$ cat config.mk
export PLATFORM = sky130hd
export DESIGN_NAME = ig_top
export DESIGN_NICKNAME = d
export VERILOG_FILES = /design/src/common/ig_pkg.sv /design/src/rtl/scan_ctrl.sv /design/src/window/pixel_window.sv /design/src/gradient/gx_unit.sv /design/src/gradient/gy_unit.sv /design/src/gradient/grad_pack.sv /design/src/rtl/ig_top.sv
export SDC_FILE = /design/constraint.sdc
export NUM_CORES = 1
export LEC_CHECK = 0
export ABC_AREA = 1
export BUFFER_PORTS_ARGS = -buffer_cell sky130_fd_sc_hd__clkbuf_2
export CORE_MARGIN = 1
export CORE_UTILIZATION = 60
export CTS_CLUSTER_SIZE = 12
export DETAILED_ROUTE_END_ITERATION = 12
export GPL_TIMING_DRIVEN = 0
export PLACE_DENSITY = 0.8
export SYNTH_ARGS = -nofsm -noshare
export SYNTH_HDL_FRONTEND = slang
export SYNTH_HIERARCHICAL = 1
export SYNTH_SLANG_ARGS = --single-unit
$ cat constraint.sdc
create_clock -name clk -period 6 [get_ports clk]
set_clock_uncertainty 0.1 [all_clocks]
set_input_delay 1.5 -clock clk [delete_from_list [all_inputs] [get_ports clk]]
set_output_delay 1.5 -clock clk [all_outputs]
set_load 0.05 [all_outputs]
$ cat src/common/ig_pkg.sv
package ig_pkg;

    // ------------------------------------------------------------
    // image geometry
    // ------------------------------------------------------------

    // edge length as a power of two, 8x8 in simulation
    localparam int img_dim_log2 = 3;
    localparam int img_dim = 1 << img_dim_log2;
    localparam int img_pixels = img_dim * img_dim;

    // ------------------------------------------------------------
    // data widths
    // ------------------------------------------------------------

    typedef logic [15:0] addr_t;
    typedef logic [7:0] pixel_t;

    // pixel differences span -255 .. +255
    typedef logic signed [9:0] diff_t;

    // Gx in [19:10], Gy in [9:0]
    typedef logic [19:0] grad_t;

    // ------------------------------------------------------------
    // pipeline payloads
    // ------------------------------------------------------------

    // one pixel from the scanner, flush marks padding past the image
    typedef struct packed {
        logic   valid;
        pixel_t pixel;
        logic   flush;
    } pix_step_t;

    // neighbourhood of the current pixel
    typedef struct packed {
        logic   valid;
        pixel_t centre;
        pixel_t right;
        pixel_t below;
    } tap_t;

    // result of one difference unit
    typedef struct packed {
        logic  valid;
        diff_t value;
    } diff_res_t;

endpackage

$ cat src/rtl/scan_ctrl.sv
module scan_ctrl (
    input  logic              clk,
    input  logic              reset,
    output logic              img_rd,
    output ig_pkg::addr_t     img_addr,
    input  ig_pkg::pixel_t    img_di,
    output ig_pkg::pix_step_t step
);
    import ig_pkg::*;

    typedef enum logic [1:0] {
        scan_read,
        scan_flush,
        scan_idle
    } scan_state_t;

    scan_state_t state;
    logic [img_dim_log2-1:0] flush_cnt;
    logic rd_q;
    logic flush_q;

    // ------------------------------------------------------------
    // address scan, then one row of flush steps
    // ------------------------------------------------------------
    always_ff @(posedge clk) begin
        if (reset) begin
            state <= scan_read;
            img_rd <= 1'b0;
            img_addr <= '0;
            flush_cnt <= '0;
            rd_q <= 1'b0;
            flush_q <= 1'b0;
        end else begin
            // memory answers one cycle after the strobe
            rd_q <= img_rd;
            flush_q <= 1'b0;
            case (state)
                scan_read: begin
                    img_rd <= 1'b1;
                    if (img_rd) begin
                        if (img_addr == addr_t'(img_pixels - 1)) begin
                            img_rd <= 1'b0;
                            state <= scan_flush;
                        end else begin
                            img_addr <= img_addr + 1'b1;
                        end
                    end
                end
                scan_flush: begin
                    flush_q <= 1'b1;
                    flush_cnt <= flush_cnt + 1'b1;
                    // all ones is the last of img_dim steps
                    if (flush_cnt == '1) begin
                        state <= scan_idle;
                    end
                end
                default: begin
                    state <= scan_idle;
                end
            endcase
        end
    end

    // pixel is don't-care on flush steps
    assign step = '{valid: rd_q | flush_q, pixel: img_di, flush: flush_q};

    a_addr_range: assert property (@(posedge clk) disable iff (reset)
        img_rd |-> (int'(img_addr) < img_pixels))
        else $error("image read address out of range");

endmodule

$ cat src/window/pixel_window.sv
module pixel_window (
    input  logic              clk,
    input  logic              reset,
    input  ig_pkg::pix_step_t step,
    output ig_pkg::tap_t      taps
);
    import ig_pkg::*;

    // incoming pixel, padding forced to zero
    pixel_t below;

    // line_q[n] holds the pixel that entered n steps ago;
    // with the incoming pixel the window is img_dim+1 deep
    pixel_t line_q [1:img_dim];

    // counts every step, taps only valid inside the image
    logic [2*img_dim_log2:0] step_cnt;
    logic in_range;

    assign below = step.flush ? '0 : step.pixel;

    // ------------------------------------------------------------
    // row delay line
    // ------------------------------------------------------------
    always_ff @(posedge clk) begin
        if (step.valid) begin
            line_q[1] <= below;
            for (int i = 2; i <= img_dim; i++) begin
                line_q[i] <= line_q[i-1];
            end
        end
    end

    // ------------------------------------------------------------
    // fill and tap counting
    // ------------------------------------------------------------
    always_ff @(posedge clk) begin
        if (reset) begin
            step_cnt <= '0;
        end else if (step.valid) begin
            step_cnt <= step_cnt + 1'b1;
        end
    end

    // first img_dim steps only fill the line
    assign in_range = (step_cnt >= img_dim) && (step_cnt < img_dim + img_pixels);

    // below arrives this cycle, centre one row back
    assign taps = '{
        valid:  step.valid && in_range,
        centre: line_q[img_dim],
        right:  line_q[img_dim-1],
        below:  below
    };

    // scanner sends exactly one image plus one flush row
    a_step_count: assert property (@(posedge clk) disable iff (reset)
        step.valid |-> (int'(step_cnt) < img_dim + img_pixels))
        else $error("more steps than image plus flush row");

endmodule

$ cat src/gradient/gx_unit.sv
module gx_unit (
    input  logic              clk,
    input  logic              reset,
    input  ig_pkg::tap_t      taps,
    output ig_pkg::diff_res_t gx
);
    import ig_pkg::*;

    // one spare bit so the range check means something
    logic [img_dim_log2:0] col;
    logic valid_q;
    diff_t value_q;
    logic last_col;

    assign last_col = (col == img_dim - 1);

    // ------------------------------------------------------------
    // column tracking
    // ------------------------------------------------------------
    always_ff @(posedge clk) begin
        if (reset) begin
            col <= '0;
            valid_q <= 1'b0;
        end else begin
            valid_q <= taps.valid;
            if (taps.valid) begin
                col <= last_col ? '0 : col + 1'b1;
            end
        end
    end

    // right minus centre, no neighbour in the last column
    always_ff @(posedge clk) begin
        if (taps.valid) begin
            if (last_col) begin
                value_q <= '0;
            end else begin
                value_q <= diff_t'({2'b00, taps.right}) - diff_t'({2'b00, taps.centre});
            end
        end
    end

    assign gx = '{valid: valid_q, value: value_q};

    a_col_range: assert property (@(posedge clk) disable iff (reset)
        int'(col) < img_dim)
        else $error("gx column counter out of range");

endmodule

$ cat src/gradient/gy_unit.sv
module gy_unit (
    input  logic              clk,
    input  logic              reset,
    input  ig_pkg::tap_t      taps,
    output ig_pkg::diff_res_t gy
);
    import ig_pkg::*;

    logic [img_dim_log2-1:0] col;
    logic [img_dim_log2-1:0] row;
    logic valid_q;
    diff_t value_q;
    logic last_col;
    logic last_row;

    assign last_col = (col == img_dim - 1);
    assign last_row = (row == img_dim - 1);

    // ------------------------------------------------------------
    // tap position
    // ------------------------------------------------------------
    always_ff @(posedge clk) begin
        if (reset) begin
            col <= '0;
            row <= '0;
            valid_q <= 1'b0;
        end else begin
            valid_q <= taps.valid;
            if (taps.valid) begin
                col <= last_col ? '0 : col + 1'b1;
                if (last_col) begin
                    row <= last_row ? '0 : row + 1'b1;
                end
            end
        end
    end

    // below minus centre; in the last row below is flush padding
    always_ff @(posedge clk) begin
        if (taps.valid) begin
            if (last_row) begin
                value_q <= '0;
            end else begin
                value_q <= diff_t'({2'b00, taps.below}) - diff_t'({2'b00, taps.centre});
            end
        end
    end

    assign gy = '{valid: valid_q, value: value_q};

endmodule

$ cat src/gradient/grad_pack.sv
module grad_pack (
    input  logic              clk,
    input  logic              reset,
    input  ig_pkg::diff_res_t gx,
    input  ig_pkg::diff_res_t gy,
    output logic              grad_wr,
    output ig_pkg::addr_t     grad_addr,
    output ig_pkg::grad_t     grad_do,
    output logic              done
);
    import ig_pkg::*;

    addr_t next_addr;
    logic both_valid;

    assign both_valid = gx.valid & gy.valid;

    // ------------------------------------------------------------
    // write strobe, address and completion
    // ------------------------------------------------------------
    always_ff @(posedge clk) begin
        if (reset) begin
            grad_wr <= 1'b0;
            grad_addr <= '0;
            next_addr <= '0;
            done <= 1'b0;
        end else begin
            grad_wr <= both_valid;
            if (both_valid) begin
                grad_addr <= next_addr;
                next_addr <= next_addr + 1'b1;
            end
            // last word goes out this cycle
            if (grad_wr && grad_addr == addr_t'(img_pixels - 1)) begin
                done <= 1'b1;
            end
        end
    end

    // Gx upper, Gy lower
    always_ff @(posedge clk) begin
        if (both_valid) begin
            grad_do <= {gx.value, gy.value};
        end
    end

    // both units are fed the same taps with equal latency
    a_valid_match: assert property (@(posedge clk) disable iff (reset)
        gx.valid == gy.valid)
        else $error("gx and gy results out of step");

endmodule

$ cat src/rtl/ig_top.sv
module ig_top (
    input  logic           clk,
    input  logic           reset,
    output logic           img_rd,
    output ig_pkg::addr_t  img_addr,
    input  ig_pkg::pixel_t img_di,
    output logic           grad_wr,
    output ig_pkg::addr_t  grad_addr,
    output ig_pkg::grad_t  grad_do,
    output logic           done
);
    import ig_pkg::*;

    pix_step_t step;
    tap_t taps;
    diff_res_t gx;
    diff_res_t gy;

    // ------------------------------------------------------------
    // image read and row window
    // ------------------------------------------------------------
    scan_ctrl scan0 (
        .clk      (clk),
        .reset    (reset),
        .img_rd   (img_rd),
        .img_addr (img_addr),
        .img_di   (img_di),
        .step     (step)
    );

    pixel_window window0 (
        .clk   (clk),
        .reset (reset),
        .step  (step),
        .taps  (taps)
    );

    // ------------------------------------------------------------
    // differences, side by side
    // ------------------------------------------------------------
    gx_unit gx0 (
        .clk   (clk),
        .reset (reset),
        .taps  (taps),
        .gx    (gx)
    );

    gy_unit gy0 (
        .clk   (clk),
        .reset (reset),
        .taps  (taps),
        .gy    (gy)
    );

    // gradient memory write
    grad_pack pack0 (
        .clk       (clk),
        .reset     (reset),
        .gx        (gx),
        .gy        (gy),
        .grad_wr   (grad_wr),
        .grad_addr (grad_addr),
        .grad_do   (grad_do),
        .done      (done)
    );

endmodule

==> results of run 1 <==
worst reg2reg max path: stages (launching register included):
cell     delay [ps]
dfxtp_1         330
or2_4           720
nand2_1         190
nor2_2          530
buf_8           250
nand2_1         140
nor3_1          170
a21oi_1          60
nor2_1           80
registers in the layout, indices dropped and copies added, names as in the netlist, 2 cells and up:
name / cells
window0/line_q: 64
pack0/grad_do: 20
pack0/grad_addr: 16
pack0/next_addr: 16
scan0/img_addr: 16
gx0/value_q: 9
gy0/value_q: 9
window0/step_cnt: 7
gx0/col: 4
gy0/col: 3
gy0/row: 3
scan0/flush_cnt: 3
scan0/state: 2
metal layers:
layer	vias to the layer above	wire length [µm]	GRT usage
met2	139	6460	0.366
li1	2803	-	-
met3	22	622	0.0472
met5	-	0	0
met4	0	282	0.107
met1	2482	6150	0.274
metrics by stage:
step / instances / setup WS (ps) / utilization
2_1_floorplan: 821 / 2840 / -
3_3_place_gp: 1049 / 1900 / 0.660
3_5_place_dp: 1050 / 2770 / 0.661
4_1_cts: 1082 / 3160 / 0.706
5_1_grt: 1082 / 3120 / 0.706
6_report: 1082 / 3160 / 0.706
cells by family after synthesis:
| kind of cell | Yosys count | share of synthesized area |
|---|---|---|
| AO/OA/AOI/OAI | 99 | 0.0729 |
| AND/OR/NAND/NOR | 353 | 0.196 |
| adder cells (fa/ha/maj) | 29 | 0.0478 |
| buffers and inverters | 151 | 0.0889 |
| flip-flops | 179 | 0.583 |
| XOR/XNOR | 10 | 0.0111 |
layout make-up:
class,count,share of cell area
Tap cell,172,0.0240
Sequential cell,179,0.513
Timing Repair Buffer,57,0.0329
Clock inverter,15,0.0157
Inverter,110,0.0460
Multi-Input combinational cell,491,0.289
Clock buffer,17,0.0474
Buffer,41,0.0323
final timing paths:
kind / slack (ps) / to / startpoint / cells past startpoint
worst max register to register: 3370 / gy0/row[0] / scan0/flush_q / 8
worst min register to register: 320 / window0/line_q[0][29] / window0/line_q[0][21] / 0
worst max-delay path: 3160 / img_addr[2] / scan0/img_addr[2] / 1
worst min-delay path: 320 / window0/line_q[0][29] / window0/line_q[0][21] / 0
cell usage in the layout, fill, tap and decap left out, drive strengths merged, types with 5 or more instances in the layout:
cell      Yosys  routed
a21oi        56      56
buf          36      37
clkbuf        5      78
clkinv        0       7
clkinvlp      0       5
dfxtp        77      77
edfxtp      102     102
ha           27      27
inv         110     111
nand2       153     153
nand3        32      32
nand4         9       9
nor2        142     142
nor3          7       7
o21ai        36      36
xor2          7       7
where the power goes:
group          internal, mW  switching [mW]
Sequential             1.32         0.00790
Combinational        0.0448          0.0788
Clock                 0.606           0.450
Total                  1.97           0.537
==> metrics, run 1 <==
Root Buffer clkbuf_16; distinct cell type count of the synthesized netlist 45; area of the multi-input gates 0.00260 mm²; Warnings, synthesis 6; Core Region 0.0127 mm²; Overall Power 2.51 mW; layout cells sized above 1 0.186; final instance area 0.00898 mm²; Setup CP Type register to primary output; crit path time final 2840 ps; max_cap viols 0; Final Cycle Share 0.473; n_diodes 0; final number of hold-violating endpoints 0; list of most frequent post-synthesis cells nand2_1, nor2_1, inv_1; Net Count, Synth 860; Port-buffer cells 56; Worst-Margin Slew about 930 ps; GPL Wtd Cong 0.852; share of the synthesized area in the top cell type 0.388; vias per cell 5.03; CTS resizes 0; Syn Inst Count 821; vias in the first global route between 4000 and 5000; initial antenna violation count 0; most common cell in the synthesized netlist nand2_1; CTS tree done; Slowest-stage cell, CP dfxtp_1; Fin Hold WS 315 ps; CTS Sinks 179; Worst setup SP type register; all-layer global routing usage 0.220; crit path max fanout 6; Post-DP HPWL 9510 µm; Worst EP required roughly 4400 ps; CTS Hold Bufs 0; die width approximately 120 µm; FFs w/ async S/R, synth 0; Longest Clk Path Bufs 2; CP endpoint kind primary output; post-route setup TNS 0 ps; status finished clean; total number of vias roughly 5400; first-pass GRT wire length between 20000 and 25000 µm; final net count 936; Power Dens Cells around 280 mW/mm²; Main synth FF type edfxtp_1; post-synthesis to final-layout area growth 13.7%; P_leak 3.77 nW; Rel. slew slack 0.382; placed cell areas about 0.0084 mm²; Top Family by Delay on Critical Path flip-flops; register area roughly 0.0046 mm²; DRC 0; clock slew at reported path FFs 60 ps; Post-synth EDFFs just over 100; Mean Syn Cell Area between 9 and 10 µm²; achievable frequency 352 MHz; fillers 954; setup bufs post-CTS 0; Max Slew Vio Count 0; total wire length 13500 µm; Synth Register Bits 179; WP buf/inv 1; largest net degree at the start of global routing 72; Post-DRT Antenna Nets 0; Seq/Total Area, Yosys 0.583; post-synthesis cell area 0.00790 mm²; top post-synthesis cells by area edfxtp_1, dfxtp_1, nand2_1; die height about 120 µm; clock latency on the worst-skew pair ~430 ps; die area 0.0136 mm²; Routed WL per cell 12.5 µm; site row count ~40; Hold Crit Class register to register; starting density of the core 0.621; RSZ-0062 raised after global routing no; H-Tree Depth 4; Worst path max stage delay 470 ps; number of DRC markers in iteration 0 428; io pins 65; maximum vdd drop 203 µV; total grt overflow 0; total CTS buffers 17; Data arrival, critical path 1240 ps; CP cell instances clkbuf_2; final setup violation count 0; largest area contributor in the netlist edfxtp_1; DR pass1 iterations 5
Note: power is estimated with default switching activity, not from simulation.
==> run 2: changes to the inputs <==
Clock period 6 ns to 2.8 ns, I/O delays scaled along.
==> metrics, run 2 (synthesis results as in run 1) <==
status finished clean; post-route setup TNS 0 ps (unchanged); total wire length 14000 µm (+3.4%); RSZ-0062 raised after global routing no; P_leak 3.79 nW (+0.44%); all-layer global routing usage 0.222 (+0.00142); site row count 41 (unchanged); Most flops, register window0/line_q; Sequential Power Share 0.530 (about the same); Worst EP required 3060 ps (-1340 ps); starting density of the core 0.621 (unchanged); GPL Wtd Cong 0.836 (-1.8%); crit path time final 2440 ps; Post-DP HPWL 9220 µm (-3.1%); n_diodes 0 (unchanged); Longest Clk Path Bufs 2 (unchanged); Overall Power 5.36 mW (+110%); initial antenna violation count 0 (unchanged); CTS tree done; CTS Hold Bufs 0 (unchanged); Worst setup SP type register; Hold Crit Class register to register; Data arrival, critical path 2700 ps (+1460 ps); vias in the first global route 4905 (-0.97%); Rel. slew slack 0.463 (+0.0801); Worst-Margin Slew 806 ps (-120 ps); R2R setup slack 360 ps (-3010 ps); total CTS buffers 17 (unchanged); first-pass GRT wire length 22800 µm (+0.89%); largest net degree at the start of global routing 72 (unchanged); Port-buffer cells 56 (unchanged); H-Tree Depth 4 (unchanged); Max Slew Vio Count 0 (unchanged); crit path max fanout 36 (+30); clock latency on the worst-skew pair 420 ps (about the same); number of DRC markers in iteration 0 381 (-11%); Post-DRT Antenna Nets 0 (unchanged); fillers 920 (-3.6%); final number of hold-violating endpoints 0 (unchanged); CTS Sinks 179 (unchanged); io pins 65 (unchanged); Switching Fraction 0.219 (+0.00446); achievable frequency 410 MHz; Power Dens Cells 597 mW/mm² (+110%); number of flip-flops under the largest register name 64 (unchanged); Clock power frac 0.419 (-0.003); final setup violation count 0 (unchanged); DR pass1 iterations 5 (unchanged); die width 117 µm (unchanged); Setup CP Type register to register; final net count 936 (unchanged); vias per cell 5.02 (-0.17%); maximum vdd drop 412 µV (+100%); die height 117 µm (unchanged); clock slew at reported path FFs 70 ps (about the same); Largest regs window0/line_q: 64 flops, pack0/grad_do: 20 flops; post-synthesis to final-layout area growth 13.7% (about the same); DRC 0 (unchanged); most common cell after layout, fill and taps aside nand2_1; Internal 4.19 mW (+110%); total number of vias 5437 (-0.17%); logic gate share of total power 0.051 (+0.002); Core Region 0.0127 mm² (unchanged); total grt overflow 0 (unchanged); Routed WL per cell 12.9 µm (+3.4%); setup bufs post-CTS 0 (unchanged); Root Buffer clkbuf_16; Fin Hold WS 316 ps (+0.614 ps); max_cap viols 0 (unchanged); layout cells sized above 1 0.188 (+0.00220); P_sw 1.17 mW (+120%); commonest cells after routing, fill and taps aside nand2_1, nor2_1, inv_1, edfxtp_1, dfxtp_1; die area 0.0136 mm² (unchanged); Final Cycle Share 0.871; CP endpoint kind register
==> run 2: changes by cell type in the layout (fill, tap and decap cells not counted), sizes merged <==
| cell | previous run | this run |
|---|---|---|
| bufinv | 2 | 0 |
| buf | 37 | 36 |
| clkinv | 7 | 6 |
| inv | 111 | 113 |
| clkinvlp | 5 | 1 |
| clkbuf | 78 | 83 |
| or2 | 3 | 4 |
==> run 2: path summary, 6_finish.rpt <==
path / from / to / cells past startpoint
worst max-delay path: scan0/flush_q / gy0/row[0] / 7
worst min register to register: window0/line_q[0][4] / window0/line_q[0][12] / 0
worst min-delay path: window0/line_q[0][4] / window0/line_q[0][12] / 0
worst max register to register: scan0/flush_q / gy0/row[0] / 7
==> run 2: through the flow <==
step	utilization	worst slack [ps]	std cells	instance area, µm²
6_report	0.706	361	1082	8980
4_1_cts	0.705	61.7	1081	8970
5_1_grt	0.706	61.5	1082	8980
3_5_place_dp	0.660	-255	1049	8400
2_1_floorplan	-	43.1	821	7900
3_3_place_gp	0.660	-675	1049	8400
==> run 2: timing repair <==
| action | in CTS | in global routing |
|---|---|---|
| pin swaps | 0 | 1 |
| resized for setup | 1 | 0 |
| cloned | 0 | 1 |
| endpoints found under the setup margin | 11 | 7 |
==> run 2: metal layers <==
layer / wire (µm) / GRT usage / up-vias
li1: - / - / 2792
met1: 6390 / 0.280 / 2509
met2: 6920 / 0.376 / 119
met3: 471 / 0.0483 / 17
met4: 201 / 0.0810 / 0
met5: 0 / 0 / -
==> run 2: power by group through the flow <==
stage / clock, mW / sequential [mW] / combinational [mW]
finish: 2.24 / 2.84 / 0.271
global route: 2.39 / 2.84 / 0.304
CTS: 2.27 / 2.84 / 0.269
detailed placement: 0 / 2.90 / 0.264
global placement: 0 / 2.90 / 0.255
floorplan: 0 / 2.91 / 0.197
==> run 2: layout make-up <==
class                   count  area (µm²)  share of cell area
plain buffers              41         290              0.0323
clock buffers              22         495              0.0552
clock inverters            10        72.6             0.00808
inverters                 110         413              0.0460
multi-input cells         492        2610               0.290
flip-flops and latches    179        4600               0.513
well taps                 172         215              0.0240
repair buffers             56         280              0.0312
==> run 2: worst max-delay path: stages (launching register included) <==
cell and delay, ps:
dfxtp_1 380, or2_4 450, nand2_1 170, nor2_4 600, nand2_1 280, nor3_1 230, a21oi_1 60, nor2_1 90
